[src/hdl/rv_decode_pkg.sv]
//~~~~~~~~~~~~~~~~~~~~~~~~~~~~~~~~~~~~~~~~~~~~~~~~~~~~~~~~~~~~~~~~~~~~~
// Shared definitions for the RV32 instruction-decode stage.
// Data and address widths, major opcodes, funct3 codes,
// trap causes and the fixed MRET encoding.
//~~~~~~~~~~~~~~~~~~~~~~~~~~~~~~~~~~~~~~~~~~~~~~~~~~~~~~~~~~~~~~~~~~~~~

package rv_decode_pkg;

    // Data path width.
    localparam int XLEN = 32;

    // Register value.
    typedef logic [XLEN-1:0] word_t;

    // Instruction word.
    typedef logic [31:0] insn_t;

    // Halfword-aligned address, bit 0 is implied zero.
    typedef logic [31:1] pc_t;

    // Register index.
    typedef logic [4:0] reg_idx_t;

    // Trap cause code.
    typedef logic [3:0] cause_t;

    // Major opcode, instruction bits 6 to 2.
    typedef enum logic [4:0] {
        LOAD     = 5'b00000,
        MISC_MEM = 5'b00011,
        OP_IMM   = 5'b00100,
        AUIPC    = 5'b00101,
        STORE    = 5'b01000,
        OP       = 5'b01100,
        LUI      = 5'b01101,
        BRANCH   = 5'b11000,
        JALR     = 5'b11001,
        JAL      = 5'b11011,
        SYSTEM   = 5'b11100
    } opcode_t;

    // ALU funct3 codes.
    localparam logic [2:0] F3_ADD = 3'b000;
    localparam logic [2:0] F3_SLL = 3'b001;
    localparam logic [2:0] F3_SRL = 3'b101;

    // Illegal instruction trap cause.
    localparam cause_t CAUSE_ILLEGAL_INSN = 4'd2;

    // MRET, the only return instruction in machine mode.
    localparam insn_t INSN_MRET = 32'h3020_0073;

endpackage
[src/hdl/fetch_bundle_if.sv]
//~~~~~~~~~~~~~~~~~~~~~~~~~~~~~~~~~~~~~~~~~~~~~~~~~~~~~~~~~~~~~~~~~~~~~
// Registered fetch result, carried from the IF/ID barrier
// to the decode logic.
//~~~~~~~~~~~~~~~~~~~~~~~~~~~~~~~~~~~~~~~~~~~~~~~~~~~~~~~~~~~~~~~~~~~~~

interface fetch_bundle_if;

    logic                  valid;
    rv_decode_pkg::pc_t    pc;
    rv_decode_pkg::insn_t  insn;
    logic                  trap;
    rv_decode_pkg::cause_t cause;

    // Register side.
    modport barrier (
        output valid, pc, insn, trap, cause
    );

    // Decode side.
    modport decode (
        input valid, pc, insn, trap, cause
    );

endinterface

[src/hdl/id_stage.sv]
//~~~~~~~~~~~~~~~~~~~~~~~~~~~~~~~~~~~~~~~~~~~~~~~~~~~~~~~~~~~~~~~~~~~~~
// Instruction-decode stage of the in-order RV32 core.
// IF/ID barrier, register file, legality check, branch decode,
// trap merging and the ID/EX outputs.
//~~~~~~~~~~~~~~~~~~~~~~~~~~~~~~~~~~~~~~~~~~~~~~~~~~~~~~~~~~~~~~~~~~~~~

module id_stage #(
    parameter bit HAS_M     = 1'b1,
    parameter bit HAS_ZICSR = 1'b1
) (
    input  logic                    clk,
    input  logic                    rst,

    // From fetch.
    input  logic                    d_valid,
    input  rv_decode_pkg::pc_t      d_pc,
    input  rv_decode_pkg::insn_t    d_insn,
    input  logic                    d_trap,
    input  rv_decode_pkg::cause_t   d_cause,

    // To execute.
    output logic                    q_valid,
    output rv_decode_pkg::pc_t      q_pc,
    output rv_decode_pkg::insn_t    q_insn,
    output logic                    q_use_rd,
    output rv_decode_pkg::word_t    q_rs1_val,
    output rv_decode_pkg::word_t    q_rs2_val,
    output logic                    q_branch,
    output logic                    q_branch_predict,
    output logic                    q_trap,
    output rv_decode_pkg::cause_t   q_cause,

    // Fetch redirect.
    output logic                    is_mret,
    output logic                    is_jump,
    output logic                    is_branch,
    output logic                    branch_predict,
    output rv_decode_pkg::pc_t      branch_target,
    output logic                    use_rs1_bt,

    // Write-back.
    input  logic                    wb_we,
    input  rv_decode_pkg::reg_idx_t wb_rd,
    input  rv_decode_pkg::word_t    wb_wdata,

    // Hazard control.
    input  logic                    stall,
    input  logic                    clear,
    input  logic                    fw_rs1_bt,
    input  rv_decode_pkg::word_t    fw_val
);

    fetch_bundle_if fb ();

    rv_decode_pkg::word_t rs1_val;
    rv_decode_pkg::word_t bt_rs1_val;
    logic                 insn_ok;

    if_id_barrier u_barrier (
        .clk     (clk),
        .rst     (rst),
        .stall   (stall),
        .d_valid (d_valid),
        .d_pc    (d_pc),
        .d_insn  (d_insn),
        .d_trap  (d_trap),
        .d_cause (d_cause),
        .out     (fb)
    );

    reg_file u_reg_file (
        .clk     (clk),
        .rst     (rst),
        .we      (wb_we),
        .wr_idx  (wb_rd),
        .wdata   (wb_wdata),
        .rs1_idx (fb.insn[19:15]),
        .rs2_idx (fb.insn[24:20]),
        .rs1_val (rs1_val),
        .rs2_val (q_rs2_val)
    );

    insn_classifier #(
        .HAS_M     (HAS_M),
        .HAS_ZICSR (HAS_ZICSR)
    ) u_classifier (
        .fb      (fb),
        .insn_ok (insn_ok),
        .use_rd  (q_use_rd)
    );

    // Late rs1 from execute overrides the register file for JALR.
    assign bt_rs1_val = fw_rs1_bt ? fw_val : rs1_val;

    branch_decoder u_branch_decoder (
        .fb        (fb),
        .rs1_val   (bt_rs1_val),
        .is_mret   (is_mret),
        .is_jump   (is_jump),
        .is_branch (is_branch),
        .predict   (branch_predict),
        .use_rs1   (use_rs1_bt),
        .target    (branch_target)
    );

    assign q_pc             = fb.pc;
    assign q_insn           = fb.insn;
    assign q_rs1_val        = rs1_val;
    assign q_branch         = is_branch;
    assign q_branch_predict = branch_predict;

    // An upstream trap takes priority over the illegal-instruction check.
    assign q_valid = !clear && fb.valid && !fb.trap && insn_ok;
    assign q_trap  = !clear && (fb.trap || (fb.valid && !insn_ok));
    assign q_cause = fb.trap ? fb.cause : rv_decode_pkg::CAUSE_ILLEGAL_INSN;

    // Execute sees either an instruction or a trap, never both.
    assert property (@(posedge clk) disable iff (rst)
        !(q_valid && q_trap));

endmodule

[src/hdl/branch_decoder.sv]
//~~~~~~~~~~~~~~~~~~~~~~~~~~~~~~~~~~~~~~~~~~~~~~~~~~~~~~~~~~~~~~~~~~~~~
// Control-flow classification and target address adder.
// Static prediction, backward branches taken.
//~~~~~~~~~~~~~~~~~~~~~~~~~~~~~~~~~~~~~~~~~~~~~~~~~~~~~~~~~~~~~~~~~~~~~

module branch_decoder (
    fetch_bundle_if.decode             fb,
    input  rv_decode_pkg::word_t       rs1_val,
    output logic                       is_mret,
    output logic                       is_jump,
    output logic                       is_branch,
    output logic                       predict,
    output logic                       use_rs1,
    output rv_decode_pkg::pc_t         target
);

    rv_decode_pkg::word_t add_lhs;
    rv_decode_pkg::word_t add_rhs;
    rv_decode_pkg::word_t add_res;

    always_comb begin
        is_jump   = 1'b0;
        is_branch = 1'b0;
        use_rs1   = 1'b0;
        add_lhs   = {fb.pc, 1'b0};
        add_rhs   = '0;
        case (rv_decode_pkg::opcode_t'(fb.insn[6:2]))
            rv_decode_pkg::JAL: begin
                is_jump = 1'b1;
                add_rhs = {{12{fb.insn[31]}}, fb.insn[19:12], fb.insn[20],
                           fb.insn[30:21], 1'b0};
            end
            rv_decode_pkg::JALR: begin
                is_jump = 1'b1;
                use_rs1 = 1'b1;
                add_lhs = rs1_val;
                add_rhs = {{20{fb.insn[31]}}, fb.insn[31:20]};
            end
            rv_decode_pkg::BRANCH: begin
                is_branch = 1'b1;
                add_rhs   = {{20{fb.insn[31]}}, fb.insn[7], fb.insn[30:25],
                             fb.insn[11:8], 1'b0};
            end
            default: begin
                add_rhs = '0;
            end
        endcase
    end

    // Bit 0 of the sum is dropped, as JALR requires.
    assign add_res = add_lhs + add_rhs;
    assign target  = add_res[31:1];

    // Sign of the offset.
    assign predict = fb.insn[31];

    assign is_mret = (fb.insn == rv_decode_pkg::INSN_MRET);

    always_comb begin
        assert final (!(is_jump && is_branch));
    end

endmodule

[src/hdl/insn_classifier.sv]
//~~~~~~~~~~~~~~~~~~~~~~~~~~~~~~~~~~~~~~~~~~~~~~~~~~~~~~~~~~~~~~~~~~~~~
// Instruction legality check for RV32I, with optional M and Zicsr.
// Also reports whether the instruction writes rd.
//~~~~~~~~~~~~~~~~~~~~~~~~~~~~~~~~~~~~~~~~~~~~~~~~~~~~~~~~~~~~~~~~~~~~~

module insn_classifier #(
    parameter bit HAS_M     = 1'b1,
    parameter bit HAS_ZICSR = 1'b1
) (
    fetch_bundle_if.decode fb,
    output logic           insn_ok,
    output logic           use_rd
);

    rv_decode_pkg::opcode_t opcode;
    logic [2:0]             funct3;
    logic [6:0]             funct7;
    logic [11:0]            funct12;
    logic                   rule_ok;
    logic                   op_imm_ok;
    logic                   op_ok;
    logic                   priv_ok;

    assign opcode  = rv_decode_pkg::opcode_t'(fb.insn[6:2]);
    assign funct3  = fb.insn[14:12];
    assign funct7  = fb.insn[31:25];
    assign funct12 = fb.insn[31:20];

    // Shift immediates carry funct7 in the upper bits.
    always_comb begin
        if (funct3 == rv_decode_pkg::F3_SLL) begin
            op_imm_ok = (funct7 == 7'b0000000);
        end else if (funct3 == rv_decode_pkg::F3_SRL) begin
            op_imm_ok = (funct7 == 7'b0000000) || (funct7 == 7'b0100000);
        end else begin
            op_imm_ok = 1'b1;
        end
    end

    // Register-register ALU and multiply/divide.
    always_comb begin
        case (funct7)
            7'b0000000: op_ok = 1'b1;
            7'b0100000: op_ok = (funct3 == rv_decode_pkg::F3_ADD)
                             || (funct3 == rv_decode_pkg::F3_SRL);
            7'b0000001: op_ok = HAS_M;
            default:    op_ok = 1'b0;
        endcase
    end

    // ECALL, EBREAK, WFI and MRET with rs1 and rd zero.
    always_comb begin
        priv_ok = (fb.insn[19:15] == '0) && (fb.insn[11:7] == '0);
        case (funct12)
            12'h000, 12'h001, 12'h105: priv_ok = priv_ok;
            rv_decode_pkg::INSN_MRET[31:20]: priv_ok = priv_ok;
            default: priv_ok = 1'b0;
        endcase
    end

    always_comb begin
        case (opcode)
            rv_decode_pkg::LUI,
            rv_decode_pkg::AUIPC,
            rv_decode_pkg::JAL:      rule_ok = 1'b1;
            rv_decode_pkg::JALR:     rule_ok = (funct3 == 3'd0);
            rv_decode_pkg::BRANCH:   rule_ok = (funct3 != 3'd2) && (funct3 != 3'd3);
            rv_decode_pkg::LOAD:     rule_ok = (funct3 != 3'd3) && (funct3 < 3'd6);
            rv_decode_pkg::STORE:    rule_ok = (funct3 < 3'd3);
            rv_decode_pkg::MISC_MEM: rule_ok = (funct3 < 3'd2);
            rv_decode_pkg::OP_IMM:   rule_ok = op_imm_ok;
            rv_decode_pkg::OP:       rule_ok = op_ok;
            rv_decode_pkg::SYSTEM: begin
                if (funct3 == 3'd0) begin
                    rule_ok = priv_ok;
                end else begin
                    // CSR access, funct3 4 is reserved.
                    rule_ok = HAS_ZICSR && (funct3 != 3'd4);
                end
            end
            default:                 rule_ok = 1'b0;
        endcase
    end

    // Compressed encodings are not supported.
    assign insn_ok = (fb.insn[1:0] == 2'b11) && rule_ok;

    always_comb begin
        case (opcode)
            rv_decode_pkg::LOAD,
            rv_decode_pkg::OP_IMM,
            rv_decode_pkg::AUIPC,
            rv_decode_pkg::OP,
            rv_decode_pkg::LUI,
            rv_decode_pkg::JAL,
            rv_decode_pkg::JALR:   use_rd = 1'b1;
            rv_decode_pkg::SYSTEM: use_rd = (funct3 != 3'd0);
            default:               use_rd = 1'b0;
        endcase
    end

endmodule

[src/hdl/reg_file.sv]
//~~~~~~~~~~~~~~~~~~~~~~~~~~~~~~~~~~~~~~~~~~~~~~~~~~~~~~~~~~~~~~~~~~~~~
// RV32 integer register file.
// Two asynchronous read ports, one write port, x0 reads zero.
//~~~~~~~~~~~~~~~~~~~~~~~~~~~~~~~~~~~~~~~~~~~~~~~~~~~~~~~~~~~~~~~~~~~~~

module reg_file (
    input  logic                    clk,
    input  logic                    rst,
    input  logic                    we,
    input  rv_decode_pkg::reg_idx_t wr_idx,
    input  rv_decode_pkg::word_t    wdata,
    input  rv_decode_pkg::reg_idx_t rs1_idx,
    input  rv_decode_pkg::reg_idx_t rs2_idx,
    output rv_decode_pkg::word_t    rs1_val,
    output rv_decode_pkg::word_t    rs2_val
);

    // Storage for x1 to x31.
    rv_decode_pkg::word_t storage [31:1];

    // Write enable as seen by storage.
    logic wr_en;

    assign wr_en = we && (wr_idx != '0);

    // Reads see the array contents directly.
    assign rs1_val = (rs1_idx == '0) ? '0 : storage[rs1_idx];
    assign rs2_val = (rs2_idx == '0) ? '0 : storage[rs2_idx];

    always_ff @(posedge clk) begin
        if (rst) begin
            for (int i = 1; i < 32; i++) begin
                storage[i] <= '0;
            end
        end else if (wr_en) begin
            storage[wr_idx] <= wdata;
        end
    end

    // x0 never gets written.
    assert property (@(posedge clk) disable iff (rst)
        wr_en |-> wr_idx != '0);

    // A write shows up on a read of the same index after the edge.
    assert property (@(posedge clk) disable iff (rst)
        wr_en && rs1_idx == wr_idx |=> rs1_idx != $past(wr_idx) || rs1_val == $past(wdata));

endmodule

[src/hdl/if_id_barrier.sv]
//~~~~~~~~~~~~~~~~~~~~~~~~~~~~~~~~~~~~~~~~~~~~~~~~~~~~~~~~~~~~~~~~~~~~~
// Stallable pipeline register between fetch and decode.
//~~~~~~~~~~~~~~~~~~~~~~~~~~~~~~~~~~~~~~~~~~~~~~~~~~~~~~~~~~~~~~~~~~~~~

module if_id_barrier (
    input  logic                  clk,
    input  logic                  rst,
    input  logic                  stall,
    input  logic                  d_valid,
    input  rv_decode_pkg::pc_t    d_pc,
    input  rv_decode_pkg::insn_t  d_insn,
    input  logic                  d_trap,
    input  rv_decode_pkg::cause_t d_cause,
    fetch_bundle_if.barrier       out
);

    // Control bits.
    always_ff @(posedge clk) begin
        if (rst) begin
            out.valid <= 1'b0;
            out.trap  <= 1'b0;
        end else if (!stall) begin
            out.valid <= d_valid;
            out.trap  <= d_trap;
        end
    end

    // Payload, only meaningful while valid or trap is set.
    always_ff @(posedge clk) begin
        if (!stall) begin
            out.pc    <= d_pc;
            out.insn  <= d_insn;
            out.cause <= d_cause;
        end
    end

    // A stalled stage keeps its instruction across the edge.
    assert property (@(posedge clk) disable iff (rst)
        stall |=> $stable(out.pc) && $stable(out.insn));

endmodule

[config.mk]
export PLATFORM = sky130hd
export DESIGN_NAME = id_stage
export DESIGN_NICKNAME = d
export VERILOG_FILES = /design/src/hdl/rv_decode_pkg.sv /design/src/hdl/fetch_bundle_if.sv /design/src/hdl/id_stage.sv /design/src/hdl/branch_decoder.sv /design/src/hdl/insn_classifier.sv /design/src/hdl/reg_file.sv /design/src/hdl/if_id_barrier.sv
export SDC_FILE = /design/constraint.sdc
export NUM_CORES = 2
export LEC_CHECK = 0
export BUFFER_PORTS_ARGS = -buffer_cell sky130_fd_sc_hd__buf_2
export CELL_PAD_IN_SITES_DETAIL_PLACEMENT = 1
export CELL_PAD_IN_SITES_GLOBAL_PLACEMENT = 2
export CORE_UTILIZATION = 42
export DETAILED_ROUTE_END_ITERATION = 8
export PLACE_DENSITY = 0.82
export SYNTH_ARGS = -nofsm -noshare
export SYNTH_HDL_FRONTEND = slang
export SYNTH_SLANG_ARGS = --single-unit
[constraint.sdc]
create_clock -name clk -period 4.8 [get_ports clk]
set_input_delay 0.48 -clock clk [delete_from_list [all_inputs] [get_ports clk]]
set_output_delay 0.48 -clock clk [all_outputs]
set_load 0.05 [all_outputs]
==> impl_metrics.tcl <==
set metrics [dict create \
    status "finished with violations" \
    violations "setup timing" \
    grt_pass1_vias 42600 \
    yosysMostFrequentCell "edfxtp_1" \
    crit_buf_inv 9 \
    grt_antenna_before_repair 32 \
    grt_max_degree 57 \
    yosys_most_used_dff "edfxtp_1" \
    cts_buffer_depth 3 \
    nets 4621 \
    place_congestion 0.886 \
    synth_xor_area_frac 0.00397 \
    hold_ws_ns 0.183 \
    rsz0062_at_grt "true" \
    cts_tree "done" \
    numCtsBuffers 121 \
    synthSimpleGateAreaFrac 0.130 \
    finClkSkew_ns 0.00817 \
    ys_top_cells_by_count "edfxtp_1, and2_1, mux4_2" \
    seq_area_frac_synth 0.554 \
    worst-path-max-fanout 8 \
    die_width_um 379 \
    relSlewSlack 0.238 \
    area_growth_pct 23.6 \
    cap_violations 0 \
    drc 0 \
    synth_mux_area_frac 0.259 \
    required_ns 4.32 \
    synthCells 3798 \
    die-area_mm2 0.143 \
    grt_pass1_wl_mm 327 \
    synth-edff-count 1091 \
    coreArea_mm2 0.140 \
    synth_top_family_by_area "multiplexers" \
    crit_path_end_kind "output port" \
    ys_ff_latch 1103 \
    drt-total-wl_mm 237 \
    vias 41500 \
    grtUsageTotal 0.330 \
    crit_type "reg2out" \
    dieHeight_um 379 \
    final_cells 6449 \
    vias_per_cell 6.43 \
    place_inst 6025 \
    ys_warn_count 0 \
    yosysUniqueCellTypes 69 \
    path_clk_slew_ns 0.07 \
    power.density_mw_per_mm2 377 \
    power.leakage_nw 26.9 \
    syn_area_mm2 0.0596 \
    n_fill_cell 13300 \
    synthTopCellsByArea "edfxtp_1, mux4_2, and2_1" \
    fmax_ghz 0.162 \
    setup-violations-final 29 \
    post_drt_wl_per_cell_um 36.8 \
    ctsHtreeMaxLevel 3 \
    num_rows 137 \
    worstPathCellList "buf_12, buf_12, buf_12, mux4_2, mux4_2, mux2i_4, buf_6, nor2_4, mux2i_1, o21ai_1, ha_1, buf_6, nand2_2, a21oi_2, nand4_1, a21oi_2, inv_1, a21oi_2, buf_6, nor3_4, buf_6, o31ai_4, xnor2_2, buf_6" \
    root_buffer "clkbuf_16" \
    ios 316 \
    path_common_cell "buf_6" \
    ir_drop_mv 0.280 \
    worstPathArrival_ns 5.68 \
    setup_ws_ns -1.36 \
    worst_pin_slew_ns 1.11 \
    async_reset_ff_frac 0 \
    drv_slew 0 \
    grt-ovfl-total 0 \
    max_stage_delay_ns 0.51 \
    crit_family "multiplexers" \
    synthAdderAreaFrac 0.00663 \
    ant_nets 0 \
    firstDrtPassIters 5 \
    port_buffers 315 \
    cp-start-kind "flop" \
    layout-drive-gt1-share 0.404 \
    drt_iter0_drc 5836 \
    slowest_stage "mux4_2" \
    hold_path_class "in2reg" \
    start_util 0.425 \
    numClockSinks 1103 \
    dpl.hpwl_mm 139 \
    synth-compound-area-share 0.0193 \
    clk_latency_ns 0.76 \
    finalCritPeriodShare 1.28 \
    multi_input_area_mm2 0.0264 \
    syn_avg_cell_area_um2 15.7 \
    yosysTopAreaCell "edfxtp_1" \
    synth_top_area_frac 0.550 \
    finalCriticalPeriod_ns 6.16 \
    hold_viol 0 \
    regArea_mm2 0.0330 \
]
-- layer usage --
metal / global-route usage / share of wire / vias to the layer above / wire length (um)
li1: - / - / 16000 / -
met1: 0.414 / 0.35 / 21700 / 83700
met2: 0.529 / 0.47 / 3047 / 112000
met3: 0.0847 / 0.12 / 729 / 28400
met4: 0.169 / 0.056 / 30 / 13300
met5: 0 / 0.00090 / - / 214
-- registers in the layout, indices dropped and copies added, names as in the netlist, named ones only --
signal and cells:
u_reg_file.storage 1024, u_barrier.out.valid 1, u_barrier.out.insn 32, u_barrier.out.cause 4
u_barrier.out.trap 1, u_barrier.out.pc 31
-- path summary, 6_finish.rpt --
check,startpoint,to,slack (ns),cells past startpoint
worst max-delay path,flop,branch_target[30],-1.36,24
worst min-delay path,wb_wdata[24],u_reg_file.storage[0][24],0.18,1
worst max register to register,u_barrier.out.insn[15],flop,3.64,2
worst min register to register,u_barrier.out.valid,u_barrier.out.valid,0.56,2
-- report_power, final --
part           leakage (nW)  switching (mW)  internal (mW)  total (mW)
combinational          14.4            3.62           2.68        6.30
clock                  2.01            4.18           5.74        9.91
sequential             10.5           0.418           11.1        11.6
total                  26.9            8.21           19.6        27.8
-- worst register-to-register path, cell delays in order (launching register included) --
cell and delay [ns]:
edfxtp_1 0.43, buf_4 0.21, mux2_2 0.37
-- through the flow --
| step | total power [mW] | setup TNS (ns) | setup WS, ns | utilization | instance area (um^2) |
|---|---|---|---|---|---|
| after global placement | 17.3 | -20.97 | -1.26 | 0.474 | 66500 |
| after CTS | 27.6 | -28.25 | -1.24 | 0.522 | 73100 |
| after global routing | 28.3 | -35.17 | -1.47 | 0.525 | 73600 |
| after detailed placement | 17.5 | -21.04 | -1.29 | 0.474 | 66500 |
| after floorplan | 15.1 | -4.17 | -0.409 | - | 60300 |
| final | 27.8 | -31.66 | -1.36 | 0.525 | 73700 |
-- layout make-up --
type                    count  area share
diodes                     20    0.000679
clock buffers             147      0.0427
clock inverters            83      0.0133
inverters                  25     0.00134
multi-input cells        2324       0.358
flip-flops and latches   1103       0.448
well taps                1876      0.0319
repair buffers            871       0.104
-- cells in the final DEF, fill, tap and decap left out, drive strengths merged, types with 5 or more instances in the layout --
cell type	count
dfxtp	12
or2	33
o21ai	46
bufinv	20
clkbuf	149
nor3	11
nand2b	10
nor2b	8
clkinv	52
mux4	636
nand3	15
dlygate4sd3	69
o21bai	8
a211oi	5
nand3b	7
mux2i	98
a31oi	5
nand2	60
buf	796
xnor2	22
edfxtp	1091
xor2	5
and3	10
mux2	13
conb	32
inv	29
nor2	126
a21o	24
and2	1009
o21a	9
ha	30
diode	20
or3	5
clkinvlp	7
a21oi	44
nor4	5
-- repair_timing --
action	4_1_cts	5_1_grt
setup endpoints to repair	30	31
buffers inserted	71	32
hold endpoints to repair	78	0
pin swaps	64	67
resized for setup	199	49
cloned	11	2
hold buffers	69	0
-- cell families after synthesis --
logic type      Yosys count
mux                     747
other cells               1
flops                  1103
simple gates           1310
compound gates          177
buf+inv                 402
fa+ha+maj                31
xor+xnor                 27
Power figures use the tool's default switching activity.
